--- config.mk ---
export PLATFORM = sky130hd
export DESIGN_NAME = controlUnit
export DESIGN_NICKNAME = d
export VERILOG_FILES = /design/src/source/cuPkg.sv /design/src/source/decodeIf.sv /design/src/source/controlEncoder.sv /design/src/source/controlUnit.sv /design/src/source/instrDecoder.sv /design/src/source/stepSequencer.sv
export SDC_FILE = /design/constraint.sdc
export NUM_CORES = 1
export LEC_CHECK = 0
export BUFFER_PORTS_ARGS = -buffer_cell sky130_fd_sc_hd__buf_4
export CORE_AREA = 2 2 62 76
export CTS_CLUSTER_DIAMETER = 150
export CTS_CLUSTER_SIZE = 12
export DETAILED_ROUTE_END_ITERATION = 10
export DIE_AREA = 0 0 64 78
export PLACE_DENSITY = 0.77
export SLEW_MARGIN = 20
export SYNTH_ARGS = -nofsm -noshare
export SYNTH_HDL_FRONTEND = slang
export SYNTH_HIERARCHICAL = 1
export SYNTH_SLANG_ARGS = --single-unit
--- constraint.sdc ---
create_clock -name Clk -period 2.5 [get_ports Clk]
set_input_delay 0.375 -clock Clk [delete_from_list [all_inputs] [get_ports Clk]]
set_output_delay 0.375 -clock Clk [all_outputs]
set_load 0.005 [all_outputs]
--- src/source/cuPkg.sv ---
`default_nettype none

package cuPkg;

    // Instruction byte, opcode in the upper nibble
    localparam int InstrWidth = 8;
    localparam int OpWidth    = 4;
    localparam int SubWidth   = InstrWidth - OpWidth;

    typedef logic [InstrWidth-1:0] instrT;
    typedef logic [SubWidth-1:0]   subT;

    // Codes 2 and 5 stay free, everything else above 11 is illegal
    typedef enum logic [OpWidth-1:0] {
        opNoop  = 4'd0,
        opJmp   = 4'd1,
        opLoad  = 4'd3,
        opStore = 4'd4,
        opReset = 4'd6,
        opMove  = 4'd7,
        opSet   = 4'd8,
        opMul   = 4'd9,
        opAdd   = 4'd10,
        opInc   = 4'd11
    } opcodeT;

    // Register write enables
    localparam int RegCount = 13;
    typedef logic [RegCount-1:0] regMaskT;

    localparam int wenPc  = 12;
    localparam int wenIr  = 11;
    localparam int wenAr  = 10;
    localparam int wenDr  = 9;
    localparam int wenRp  = 8;
    localparam int wenRt  = 7;
    localparam int wenRm1 = 6;
    localparam int wenRk1 = 5;
    localparam int wenRn1 = 4;
    localparam int wenC1  = 3;
    localparam int wenC2  = 2;
    localparam int wenC3  = 1;
    localparam int wenAc  = 0;

    // Datapath bus sources
    typedef enum logic [3:0] {
        busIrom = 4'd0,  busAc  = 4'd1,  busC3  = 4'd2,  busC2  = 4'd3,
        busC1   = 4'd4,  busRn2 = 4'd5,  busRk2 = 4'd6,  busRm2 = 4'd7,
        busRn1  = 4'd8,  busRk1 = 4'd9,  busRm1 = 4'd10, busRt  = 4'd11,
        busRp   = 4'd12, busDr  = 4'd13, busAr  = 4'd14, busMem = 4'd15
    } busSelT;

    localparam int IncCount = 6;
    typedef logic [IncCount-1:0] incMaskT;

    localparam int incPc  = 5;
    localparam int incRm2 = 4;
    localparam int incRk2 = 3;
    localparam int incRn2 = 2;
    localparam int incC2  = 1;
    localparam int incC3  = 0;

    localparam int RstCount = 5;
    typedef logic [RstCount-1:0] rstMaskT;

    localparam int rstRt  = 4;
    localparam int rstRm2 = 3;
    localparam int rstRk2 = 2;
    localparam int rstRn2 = 1;
    localparam int rstAc  = 0;

    // One-hot comparator pair, both muxes share it
    localparam int CompCount = 3;
    typedef logic [CompCount-1:0] compSelT;

    localparam int compM = 2;
    localparam int compK = 1;
    localparam int compN = 0;

    localparam int AluCount = 3;
    typedef logic [AluCount-1:0] aluOpT;

    localparam int aluAdd = 2;
    localparam int aluMul = 1;
    localparam int aluSet = 0;

    typedef enum logic [4:0] {
        stepIdle, fetchRead, fetchLoad, decode, exec,
        jmpCompare, jmpCheck, jmpSkip, jmpRead, jmpLoadAr, jmpLoadPc,
        loadAddr, loadRead, loadData,
        storeData, storeAddr, storeWrite
    } stepT;

endpackage

`default_nettype wire

--- src/source/decodeIf.sv ---
`timescale 1ns/10ps
`default_nettype none

interface decodeIf ();
    import cuPkg::*;

    logic   capture;  // High while the step is decode
    opcodeT opcode;
    subT    sub;
    logic   legal;    // Opcode and sub-field form a known instruction

    modport sequencer (
        output capture,
        input  opcode,
        input  legal
    );

    modport decoder (
        input  capture,
        output opcode,
        output sub,
        output legal
    );

    modport encoder (
        input opcode,
        input sub
    );

endinterface

`default_nettype wire

--- src/source/controlEncoder.sv ---
`timescale 1ns/10ps
`default_nettype none

module controlEncoder (
    input  logic           Clk,
    input  logic           arstN,
    input  cuPkg::stepT    step,
    decodeIf.encoder       dec,
    output logic           iRomRead,
    output logic           memRead,
    output logic           memWrite,
    output cuPkg::regMaskT wEn,
    output cuPkg::busSelT  busSel,
    output cuPkg::incMaskT inc,
    output cuPkg::rstMaskT rst,
    output cuPkg::compSelT compSel,
    output cuPkg::aluOpT   aluOp
);
    import cuPkg::*;

    logic    iRomReadNext;
    logic    memReadNext;
    logic    memWriteNext;
    regMaskT wEnNext;
    busSelT  busSelNext;
    incMaskT incNext;
    rstMaskT rstNext;
    compSelT compSelNext;
    aluOpT   aluOpNext;

    always_comb begin
        iRomReadNext = 1'b0;
        memReadNext  = 1'b0;
        memWriteNext = 1'b0;
        wEnNext      = '0;
        busSelNext   = busIrom;
        incNext      = '0;
        rstNext      = '0;
        compSelNext  = '0;
        aluOpNext    = '0;

        case (step)
            fetchRead: iRomReadNext = 1'b1;
            fetchLoad: begin
                wEnNext[wenIr] = 1'b1;
                incNext[incPc] = 1'b1;
            end
            jmpCompare: begin
                case (dec.sub)
                    subT'(0): compSelNext[compM] = 1'b1;
                    subT'(1): compSelNext[compK] = 1'b1;
                    subT'(2): compSelNext[compN] = 1'b1;
                    default:  compSelNext = '0;
                endcase
            end
            jmpSkip: incNext[incPc] = 1'b1;  // Step over the target byte
            jmpRead: iRomReadNext = 1'b1;
            jmpLoadAr: begin
                wEnNext[wenAr] = 1'b1;   // AR <= target from IROM
            end
            jmpLoadPc: begin
                wEnNext[wenPc] = 1'b1;
                busSelNext     = busAr;
            end
            loadAddr: begin
                wEnNext[wenAr] = 1'b1;
                busSelNext     = (dec.sub == subT'(0)) ? busC1 : busC2;
            end
            loadRead: memReadNext = 1'b1;
            loadData: begin
                wEnNext[wenDr] = 1'b1;
                busSelNext     = busMem;
            end
            storeData: begin
                wEnNext[wenDr] = 1'b1;   // DR <= RT
                busSelNext     = busRt;
            end
            storeAddr: begin
                wEnNext[wenAr] = 1'b1;
                busSelNext     = busC3;
            end
            storeWrite: begin
                memWriteNext = 1'b1;
                busSelNext   = busDr;
            end
            exec: begin
                case (dec.opcode)
                    opReset: begin
                        case (dec.sub)
                            subT'(0): rstNext = '1;  // Clear all
                            subT'(1): rstNext[rstRn2] = 1'b1;
                            subT'(2): rstNext[rstRk2] = 1'b1;
                            default:  rstNext = '0;
                        endcase
                    end
                    opMove: begin
                        busSelNext = busAc;
                        case (dec.sub)
                            subT'(0): wEnNext[wenRp] = 1'b1;
                            subT'(1): wEnNext[wenRt] = 1'b1;
                            subT'(2): wEnNext[wenC1] = 1'b1;
                            default:  wEnNext = '0;
                        endcase
                    end
                    opSet: begin
                        wEnNext[wenAc]    = 1'b1;
                        aluOpNext[aluSet] = 1'b1;
                        busSelNext        = (dec.sub == subT'(0)) ? busC1 : busDr;
                    end
                    opMul: begin
                        wEnNext[wenAc]    = 1'b1;  // AC <= RP * AC
                        aluOpNext[aluMul] = 1'b1;
                        busSelNext        = busRp;
                    end
                    opAdd: begin
                        wEnNext[wenAc]    = 1'b1;
                        aluOpNext[aluAdd] = 1'b1;
                        case (dec.sub)
                            subT'(1): busSelNext = busRm1;
                            subT'(2): busSelNext = busRm2;
                            default:  busSelNext = busRt;
                        endcase
                    end
                    opInc: begin
                        case (dec.sub)
                            subT'(0): incNext[incC2]  = 1'b1;
                            subT'(1): incNext[incC3]  = 1'b1;
                            subT'(2): incNext[incRm2] = 1'b1;
                            subT'(3): incNext[incRk2] = 1'b1;
                            subT'(4): incNext[incRn2] = 1'b1;
                            default:  incNext = '0;
                        endcase
                    end
                    default: wEnNext = '0;
                endcase
            end
            default: wEnNext = '0;  // Idle, decode and jmpCheck stay quiet
        endcase
    end

    // Control word lags its step by one cycle
    always_ff @(posedge Clk or negedge arstN) begin
        if (!arstN) begin
            iRomRead <= 1'b0;
            memRead  <= 1'b0;
            memWrite <= 1'b0;
            wEn      <= '0;
            busSel   <= busIrom;
            inc      <= '0;
            rst      <= '0;
            compSel  <= '0;
            aluOp    <= '0;
        end else begin
            iRomRead <= iRomReadNext;
            memRead  <= memReadNext;
            memWrite <= memWriteNext;
            wEn      <= wEnNext;
            busSel   <= busSelNext;
            inc      <= incNext;
            rst      <= rstNext;
            compSel  <= compSelNext;
            aluOp    <= aluOpNext;
        end
    end

endmodule

`default_nettype wire

--- src/source/controlUnit.sv ---
`timescale 1ns/10ps
`default_nettype none

module controlUnit (
    input  logic           Clk,
    input  logic           arstN,
    input  logic           z,         // Datapath zero flag
    input  cuPkg::instrT   regIr,
    output logic           iRomRead,
    output logic           memRead,
    output logic           memWrite,
    output cuPkg::regMaskT wEn,
    output cuPkg::busSelT  busSel,
    output cuPkg::incMaskT inc,
    output cuPkg::rstMaskT rst,
    output cuPkg::compSelT compSel,
    output cuPkg::aluOpT   aluOp
);
    import cuPkg::*;

    stepT step;

    decodeIf decBus ();

    instrDecoder instrDecoder_i (
        .Clk   (Clk),
        .arstN (arstN),
        .regIr (regIr),
        .dec   (decBus.decoder)
    );

    stepSequencer stepSequencer_i (
        .Clk   (Clk),
        .arstN (arstN),
        .z     (z),
        .dec   (decBus.sequencer),
        .step  (step)
    );

    controlEncoder controlEncoder_i (
        .Clk      (Clk),
        .arstN    (arstN),
        .step     (step),
        .dec      (decBus.encoder),
        .iRomRead (iRomRead),
        .memRead  (memRead),
        .memWrite (memWrite),
        .wEn      (wEn),
        .busSel   (busSel),
        .inc      (inc),
        .rst      (rst),
        .compSel  (compSel),
        .aluOp    (aluOp)
    );

endmodule

`default_nettype wire

--- src/source/instrDecoder.sv ---
`timescale 1ns/10ps
`default_nettype none

module instrDecoder (
    input  logic         Clk,
    input  logic         arstN,
    input  cuPkg::instrT regIr,
    decodeIf.decoder     dec
);
    import cuPkg::*;

    opcodeT opIn;
    subT    subIn;
    logic   legalIn;

    assign opIn  = opcodeT'(regIr[InstrWidth-1 -: OpWidth]);
    assign subIn = regIr[SubWidth-1:0];

    // Legality table, sub-field ranges per opcode
    always_comb begin
        case (opIn)
            opNoop:  legalIn = 1'b1;
            opStore: legalIn = 1'b1;
            opMul:   legalIn = 1'b1;  // Sub ignored
            opJmp:   legalIn = (subIn <= subT'(2));  // M, K, N
            opLoad:  legalIn = (subIn <= subT'(1));  // C1, C2
            opReset: legalIn = (subIn <= subT'(2));  // ALL, N2, K2
            opMove:  legalIn = (subIn <= subT'(2));  // RP, RT, C1
            opSet:   legalIn = (subIn <= subT'(1));  // C1, DR
            opAdd:   legalIn = (subIn <= subT'(2));  // RT, RM1, RM2
            opInc:   legalIn = (subIn <= subT'(4));  // C2, C3, M2, K2, N2
            default: legalIn = 1'b0;
        endcase
    end

    // Instruction held until the next decode step
    always_ff @(posedge Clk or negedge arstN) begin
        if (!arstN) begin
            dec.opcode <= opNoop;
            dec.sub    <= '0;
            dec.legal  <= 1'b0;
        end else if (dec.capture) begin
            dec.opcode <= opIn;
            dec.sub    <= subIn;
            dec.legal  <= legalIn;
        end
    end

endmodule

`default_nettype wire

--- src/source/stepSequencer.sv ---
`timescale 1ns/10ps
`default_nettype none

module stepSequencer (
    input  logic        Clk,
    input  logic        arstN,
    input  logic        z,
    decodeIf.sequencer  dec,
    output cuPkg::stepT step
);
    import cuPkg::*;

    stepT stepQ;     // Registered step
    stepT stepNext;
    logic dispatch;  // First cycle after decode

    assign dec.capture = (step == decode);

    // The decoder registers the opcode at the end of decode, so the branch
    // target is picked in the following cycle from the held fields
    always_comb begin
        step = stepQ;
        if (dispatch) begin
            if (!dec.legal) begin
                step = fetchRead;
            end else begin
                case (dec.opcode)
                    opJmp:   step = jmpCompare;
                    opLoad:  step = loadAddr;
                    opStore: step = storeData;
                    opReset: step = exec;
                    opMove:  step = exec;
                    opSet:   step = exec;
                    opMul:   step = exec;
                    opAdd:   step = exec;
                    opInc:   step = exec;
                    default: step = fetchRead;  // NOOP
                endcase
            end
        end
    end

    always_comb begin
        case (step)
            stepIdle:   stepNext = fetchRead;
            fetchRead:  stepNext = fetchLoad;
            fetchLoad:  stepNext = decode;
            decode:     stepNext = decode;  // Overridden by dispatch
            jmpCompare: stepNext = jmpCheck;
            jmpCheck:   stepNext = z ? jmpSkip : jmpRead;  // Zero means pair equal, no jump
            jmpRead:    stepNext = jmpLoadAr;
            jmpLoadAr:  stepNext = jmpLoadPc;
            loadAddr:   stepNext = loadRead;
            loadRead:   stepNext = loadData;
            storeData:  stepNext = storeAddr;
            storeAddr:  stepNext = storeWrite;

            // exec, jmpSkip, jmpLoadPc, loadData and storeWrite end the instruction
            default:    stepNext = fetchRead;
        endcase
    end

    always_ff @(posedge Clk or negedge arstN) begin
        if (!arstN) begin
            stepQ    <= stepIdle;
            dispatch <= 1'b0;
        end else begin
            stepQ    <= stepNext;
            dispatch <= (step == decode);
        end
    end

endmodule

`default_nettype wire
# Yosys cells after proc, flatten, opt, wreduce, memory -nomap -nowiden
# Memories as Yosys holds them, arrays and structs flattened.
# Cells that the tools add are included.
# totals
reg_bits,52
mem_bits_ro,64
in_bits,11
out_inout_bits,37
word_cells,104
memories,1
# classes
order_cmp,3
eq_ne,35
muxes,38
n_reduce_logical,13
# memory_table
name,words,width,rd,rd_clocked_by_memory_dff,wr,line,text
(name not given),16,4,1,0,0,stepSequencer.sv:27,case (dec.opcode)
# op_table
op,count
5-bit case mux with 10 select lines,1
"5-bit by 4-bit == test with 1-bit output, second input constant",8
"4-bit == test, second input constant",8
5-bit 2-to-1 mux,6
4-bit case mux with 7 select lines,1
"4-bit by 3-bit == test with 1-bit output, second input constant",6
"5-bit by 3-bit == test with 1-bit output, second input constant",4
4-bit case mux with 4 select lines,1
1-bit 2-to-1 mux,14
2-bit OR reduction,7
"4-bit by 2-bit == test with 1-bit output, second input constant",3
"5-bit by 2-bit == test with 1-bit output, second input constant",2
1-bit case mux with 2 select lines,5
3-bit 2-to-1 mux,3
9-bit 2-to-1 mux,1
3-bit OR reduction,3
"4-bit by 1-bit == test with 1-bit output, second input constant",2
4-bit zero test,2
4-bit 2-to-1 mux,2
8-bit 2-to-1 mux,1
4-bit case mux with 2 select lines,1
"5-bit by 1-bit == test with 1-bit output, second input constant",1
"5-bit == test, second input constant",1
"4-bit by 1-bit <= comparator with 1-bit output, second input constant",1
5 further kinds,5

# Logic depth before layout (Yosys ltp)
# Gate-level depths: netlist of run 1.
# An unclocked memory read counts as a cell.
# depth
ltp_word,6
mapped_depth,9
ltp_nobuf,8

# Cells and area by module
# The synthesis of run 1 kept the hierarchy.
# by_module_without_submodules
module,n_inst,cells_per_inst,area_each_um2,seq_area_each_um2
controlEncoder,1,121,1321.3,750.7
stepSequencer,1,53,449.2,150.1
instrDecoder,1,36,435.4,225.2

# Worst setup path after synthesis of run 1
# Ideal clock, no wire load.
# synth_timing
path_kind,flip-flop to flip-flop
start,register instrDecoder_i.dec.opcode[0]
end,register controlEncoder_i.inc[2]
setup_ns,0.101
t_arrival_ns,2.174
required_time_ns,2.399
setup_slack_ns,0.225
path_stages_with_launch,10
n_path_buf,1
period_less_slack_ns,2.275
cell_sequence,dfrtp_1 -> nor2b_1 -> o21a_1 -> o32a_1 -> inv_1 -> buf_4 -> and2b_2 -> nand4b_4 -> or2_4 -> nor4_1
# synth_between
elab_chain_len,5
elab_cells_between_ends,7
classes_between,eq/ne: 2; mux: 4; memory: 1
# synth_lines
item,line,text
"start, declared",decodeIf.sv:20,"output opcode,"
"start signal, assigned",instrDecoder.sv:39,dec.opcode <= opNoop;
"start signal, assigned",instrDecoder.sv:43,dec.opcode <= opIn;
memory read 16 x 4 bit,--,
5-bit 2-to-1 mux,stepSequencer.sv:24,if (!dec.legal) begin
5-bit 2-to-1 mux,stepSequencer.sv:23,if (dispatch) begin
net step[2],controlUnit.sv:21,stepT step;
5-bit by 3-bit == test with 1-bit output,controlEncoder.sv:42,case (step)
5-bit 2-to-1 mux,controlEncoder.sv:42,
net controlEncoder_i.incNext[2],controlEncoder.sv:26,incMaskT incNext;
"end signal, assigned",controlEncoder.sv:159,inc <= incNext;
"end, declared",controlEncoder.sv:14,"output cuPkg::incMaskT inc,"
# The timed path passes the listed nets, and every way through them passes these cells.
# A chain may end at the register's enable or synchronous reset.

# Final worst setup path of run 1
# layout_timing
start,register instrDecoder_i.dec.opcode[3]
end,register controlEncoder_i.inc[2]
# Same word-level chain as after synthesis.

==> results of run 1 <==
layout by cell type (no fill, tap or decap), types with 2 or more instances in the layout:
cell         n
buf_4       47
dfrtp_1     45
nor2_1      23
inv_1       10
nor3_1       9
a21oi_1      9
o21ai_0      9
nor2b_1      7
mux2_1       6
clkbuf_8     5
nand2_1      5
nand2b_1     5
nand3_1      5
a31oi_1      5
conb_1       5
nor4_1       4
and2_1       3
nand4_1      3
nand3b_1     3
o221ai_1     3
xnor2_1      3
o31ai_1      3
o32a_1       3
clkinvlp_4   2
o21a_1       2
mux2_2       2
cell families (layout without fill, tap and decap cells):
| group | count (synthesis) | in the layout | share of synthesized area [%] |
|---|---|---|---|
| AOI/OAI and AO/OA | 42 | 42 | 13.22 |
| xor gates and xnor gates | 3 | 3 | 1.191 |
| buffers and inverters | 26 | 67 | 6.636 |
| DFF | 45 | 45 | 51.05 |
| muxes | 8 | 8 | 4.084 |
| other | 1 | 5 | 0.1700 |
| and+or+nand+nor | 85 | 85 | 23.65 |
per-stage QoR:
stage / TNS (ps) / setup WS (ps) / util, %
finish: 0 / 189.2 / 62.88
global route: -25.63 / -25.63 / 62.88
CTS: 0 / 158.0 / 62.79
detailed placement: 0 / 178.7 / 60.64
global placement: 0 / 179.8 / 60.64
floorplan: 0 / 225.3 / -
power by group:
part           switching [mW]  total (mW)  leakage, nW  internal (mW)
logic                   0.741        1.34        0.617          0.603
registers               0.154        1.04        0.597          0.883
clock network           0.244       0.442       0.0445          0.198
sequential cells by signal (all words and copies together), names as in the netlist:
name,flops
controlEncoder_i/aluOp,3
controlEncoder_i/busSel,4
controlEncoder_i/compSel,3
controlEncoder_i/iRomRead,1
controlEncoder_i/inc,6
controlEncoder_i/memRead,1
controlEncoder_i/memWrite,1
controlEncoder_i/rst,3
controlEncoder_i/wEn,8
instrDecoder_i/dec.legal,1
instrDecoder_i/dec.opcode,4
instrDecoder_i/dec.sub,4
stepSequencer_i/dispatch,1
stepSequencer_i/stepQ,5
worst paths after layout:
check / to / slack (ps)
max in group asynchronous: controlEncoder_i/aluOp[1] / 2090
worst min-delay path: controlEncoder_i/inc[5] / 50
worst min register to register: controlEncoder_i/inc[2] / 580
worst max-delay path: controlEncoder_i/inc[2] / 190
min in group Clk: instrDecoder_i/dec.sub[2] / 320
worst max register to register: controlEncoder_i/inc[2] / 190
cell type report:
cell class	instances	area share, %
sequential	45	42.67
tap	56	2.655
inverter	12	1.944
timing repair buffer	47	13.37
clock buffer	5	2.608
clock inverter	3	0.8061
multi-input combinational	143	35.94
repair_timing:
item,in CTS,in global routing
gates resized for setup,0,1
hold endpoints to repair,0,0
endpoints found under the setup margin,0,3
metal layers:
layer  vias up  GRT usage, %  share of wire, %
li1        824             -                 -
met4         0         7.174               1.8
met5         -             0                 0
met2        43         30.31                53
met1       762         21.85                41
met3         6         3.623               4.4
==> flow_summary_export.csv, run 1 <==
group,metric,value,unit
worst_setup_path,slowest_stage,"or4b_4",
clock_network,clock_latency,300,ps
clock_network,cts_sinks,45,
worst_setup_path,cp-start-kind,"flop",
final_layout,fillers,355,
power,power_density,1070,nW/um^2
synthesis,yosys-top-cells-area,"dfrtp_1, nor2_1, mux2_1",
synthesis,post-synth-top-count-cell,"dfrtp_1",
placed_design,place_congestion,0.8062,
worst_setup_path,startpoint,"instrDecoder_i/dec.opcode[3]",
worst_setup_path,critPathKind,"reg -> reg",
final_layout,final_area,2639,um^2
worst_setup_path,worst_r2r_path_depth,7,
synthesis,syn_avg_cell_area,10.50,um^2
global_routing,antenna_found_initial,0,
timing,rsz0062_at_grt,"yes",
floorplan,die_h,78,um
timing,setup_viol,0,
power,ir_drop,0.4580,mV
worst_setup_path,cpLargestDelayFamily,"simple AND/OR/NAND/NOR gates",
worst_setup_path,crit_buf_inv,1,
clock_network,ctsHoldBuffers,0,
synthesis,synth_top_area_share,51.05,%
route,drc,0,
route,first_iter_violations,71,
floorplan,num_rows,26,
placed_design,place_area,2545,um^2
final_layout,finalNonFillerCells,311,
power,leakage,1.258,nW
worst_setup_path,slowest_delay,590,ps
job,cap_violations,0,
worst_setup_path,crit_required,2710,ps
clock_network,htreeDepth,2,
synthesis,synth_commonest_cells,"dfrtp_1, nor2_1, inv_1",
worst_hold_path,hold_class,"in -> async",
timing,hold_viol_final,0,
clock_network,cts_tree,"done",
synthesis,syn_area,2206,um^2
synthesis,synth_top_area_cell,"dfrtp_1",
worst_setup_path,worstSetupPathDepth,7,
synthesis,async_reset_ff_share,100.0,%
timing,timing.slew.headroom,63.79,%
synthesis,synthCells,210,
placed_design,place_inst,303,
floorplan,die_x,64,um
worst_setup_path,crit_chain,"or4b_4 -> nand2_4 -> inv_4 -> and2b_2 -> nand4b_4 -> or2_4 -> nor4_1",
timing,period_share,92.43,%
route,vias,1635,
final_layout,n_antenna_cell,0,
synthesis,synth-edff-count,0,
worst_setup_path,worstReg2RegStart,"instrDecoder_i/dec.opcode[3]",
clock_network,clk_path_buf_depth,2,
global_routing,grt_pass1_vias,1473,
floorplan,dieArea,4992,um^2
worst_setup_path,arrival,2520,ps
timing,finalMaxSlewViolations,0,
clock_network,cts_buffers,5,
floorplan,initial_core_util,52.56,%
route,ant_nets,0,
final_layout,ff_latch_area,1126,um^2
route,drtPass1Iterations,4,
global_routing,grt_pass1_wl,6913,um
clock_network,post_cts_buffers,0,
synthesis,synth-seq-area-share,51.05,%
floorplan,core,4197,um^2
clock_network,path_clk_slew,80,ps
final_layout,multi_input_area,948.4,um^2
timing,max_freq,432.7,MHz
final_layout,area_growth,19.63,%
worst_setup_path,crit_fanout,18,
route,drt-vias-per-instance,5.257,
final_layout,drive_gt1_share,29.02,%
global_routing,grt_usage,17.82,%
route,wirelength,3955,um
placed_design,io_buffers,42,
floorplan,num_io_pins,48,
timing,tightest_slew,537.5,ps
synthesis,ys.flop_type,"dfrtp_1",
global_routing,grt_start_max_net_pins,46,
clock_network,root_buffer,"clkbuf_8",
timing,hold_slack,53.66,ps
synthesis,postSynthRegisterBits,45,
timing,fin_skew,7.506,ps
final_layout,final_nets,265,
worst_setup_path,cp-end-kind,"flop",
synthesis,yosys_warnings,6,
global_routing,grt_overflow,0,
placed_design,dpl.hpwl,2963,um
route,wl_per_cell,12.72,um
run_status,status,"finished, final reports clean",
timing,fin_crit,2311,ps
synthesis,synth_cell_types,54,
power,total_power,2.823,mW
No activity file was read; power rests on OpenSTA's default activity.
==> run 2, diff against run 1 <==
Settings changed: RECOVER_POWER from default to 25.
==> flow_summary_export.csv, run 2 (synthesized netlist as in run 1, its figures left out) <==
group,metric,value,unit
run_status,status,"finished, final reports clean",
power,ir_drop,0.4580,mV
power,leakage,1.257,nW
clock_network,root_buffer,"clkbuf_8",
floorplan,num_rows,26,
timing,timing.slew.headroom,31.09,%
final_layout,final_cell_mix,"buf_4, dfrtp_1, nor2_1, inv_1",
placed_design,place_area,2545,um^2
power,p_sw_share,40.35,%
global_routing,grt_pass1_vias,1473,
final_layout,finalNonFillerCells,311,
route,first_iter_violations,71,
route,met2_length,2085,um
final_layout,area_growth,19.51,%
power,p_comb_share,47.6,%
clock_network,path_clk_slew,80,ps
route,drc,0,
timing,period_share,92.45,%
clock_network,cts_buffers,5,
floorplan,die_x,64,um
timing,setup_slack,188.7,ps
timing,setup_viol,0,
route,ant_nets,0,
power,power_density,1070,nW/um^2
clock_network,post_cts_buffers,0,
worst_setup_path,critPathKind,"reg -> reg",
final_layout,reg_top3,"controlEncoder_i/wEn x8, controlEncoder_i/inc x6, stepSequencer_i/stepQ x5",
route,met3_length,173,um
power,total_power,2.822,mW
power,p_int,1.684,mW
global_routing,grt_pass1_wl,6913,um
clock_network,clock_latency,300,ps
final_layout,final_area,2636,um^2
floorplan,die_h,78,um
clock_network,htreeDepth,2,
final_layout,largest-register,"controlEncoder_i/wEn",
worst_setup_path,cp-end-kind,"flop",
floorplan,core,4197,um^2
power,seqPwrFrac,36.7,%
floorplan,num_io_pins,48,
clock_network,clk_path_buf_depth,2,
floorplan,dieArea,4992,um^2
timing,hold_viol_final,0,
worst_setup_path,worstReg2RegStart,"instrDecoder_i/dec.opcode[3]",
clock_network,cts_sinks,45,
placed_design,place_congestion,0.8062,
global_routing,grt_start_max_net_pins,46,
global_routing,grt_usage,17.82,%
clock_network,ctsHoldBuffers,0,
clock_network,cts_tree,"done",
timing,finalMaxSlewViolations,0,
route,drtPass1Iterations,4,
final_layout,layout_commonest_cell,"buf_4",
power,pwr-share-clk,15.7,%
placed_design,io_buffers,42,
job,cap_violations,0,
final_layout,drive_gt1_share,29.02,%
placed_design,post-place-ws,178.7,ps
worst_setup_path,crit_required,2710,ps
route,vias,1635,
final_layout,fillers,356,
placed_design,dpl.hpwl,2963,um
worst_setup_path,crit_fanout,18,
route,wirelength_met1,1622,um
timing,tns,0,ps
worst_hold_path,hold_class,"in -> async",
route,drt-vias-per-instance,5.257,
global_routing,grt_overflow,0,
worst_setup_path,startpoint,"instrDecoder_i/dec.opcode[3]",
timing,max_freq,432.7,MHz
power,p_sw,1.139,mW
worst_setup_path,arrival,2520,ps
final_layout,largest_reg_flops,8,
timing,fin_crit,2311,ps
placed_design,place_inst,303,
clock_network,cts_resized,0,
route,highest_layer,"met4",
floorplan,initial_core_util,52.56,%
route,wirelength,3953,um
final_layout,final_nets,265,
final_layout,n_antenna_cell,0,
worst_setup_path,worst_r2r_path_depth,7,
timing,tightest_slew,1034,ps
timing,fin_skew,7.506,ps
route,wl_per_cell,12.71,um
worst_setup_path,cp-start-kind,"flop",
global_routing,antenna_found_initial,0,
timing,rsz0062_at_grt,"yes",
==> run 2: cell count changes in the layout (fill, tap and decap cells not counted), sizes merged <==
cell    change
clkbuf      +1
buf         -1
==> run 2: layout make-up <==
class	count	area, um^2	share of cell area (%)
clock inverter	3	21.27	0.8068
inverter	12	51.30	1.946
tap	56	70.07	2.658
timing repair buffer	47	350.3	13.29
sequential	45	1126	42.71
multi-input combinational	143	948.4	35.98
clock buffer	5	68.82	2.610
==> run 2: path summary, 6_finish.rpt <==
check / end / slack (ps)
worst min-delay path: controlEncoder_i/inc[5] / 250
max in group asynchronous: controlEncoder_i/aluOp[1] / 1630
min in group Clk: instrDecoder_i/dec.sub[2] / 320
worst max-delay path: controlEncoder_i/inc[2] / 190
worst min register to register: controlEncoder_i/inc[2] / 580
worst max register to register: controlEncoder_i/inc[2] / 190
==> run 2: power by group through the flow <==
| stage | logic, mW | registers, mW | clock network (mW) |
|---|---|---|---|
| 2_1_floorplan | 1.09 | 1.01 | 0 |
| 3_3_place_gp | 1.32 | 1.05 | 0 |
| 3_5_place_dp | 1.34 | 1.05 | 0 |
| 4_1_cts | 1.34 | 1.04 | 0.456 |
| 5_1_grt | 1.51 | 1.07 | 0.497 |
| 6_report | 1.34 | 1.04 | 0.442 |
==> run 2: layer usage <==
| layer | global-route usage, % | vias up |
|---|---|---|
| met5 | 0 | - |
| met4 | 7.174 | 0 |
| met3 | 3.623 | 6 |
| met2 | 30.31 | 43 |
| met1 | 21.85 | 762 |
| li1 | - | 824 |
==> run 2: critical path, cell delays in order, from the launching register on <==
cell,delay (ps)
dfrtp_1,490
or4b_4,590
nand2_4,120
inv_4,100
and2b_2,270
nand4b_4,150
or2_4,290
nor4_1,210
==> run 2: metrics by stage <==
| step | utilization (%) | hold WS (ps) |
|---|---|---|
| detailed placement | 60.64 | 392.9 |
| finish | 62.82 | 247.2 |
| floorplan | - | 79.41 |
| global route | 62.82 | 323.9 |
| CTS | 62.79 | 67.69 |
| global placement | 60.64 | 391.0 |
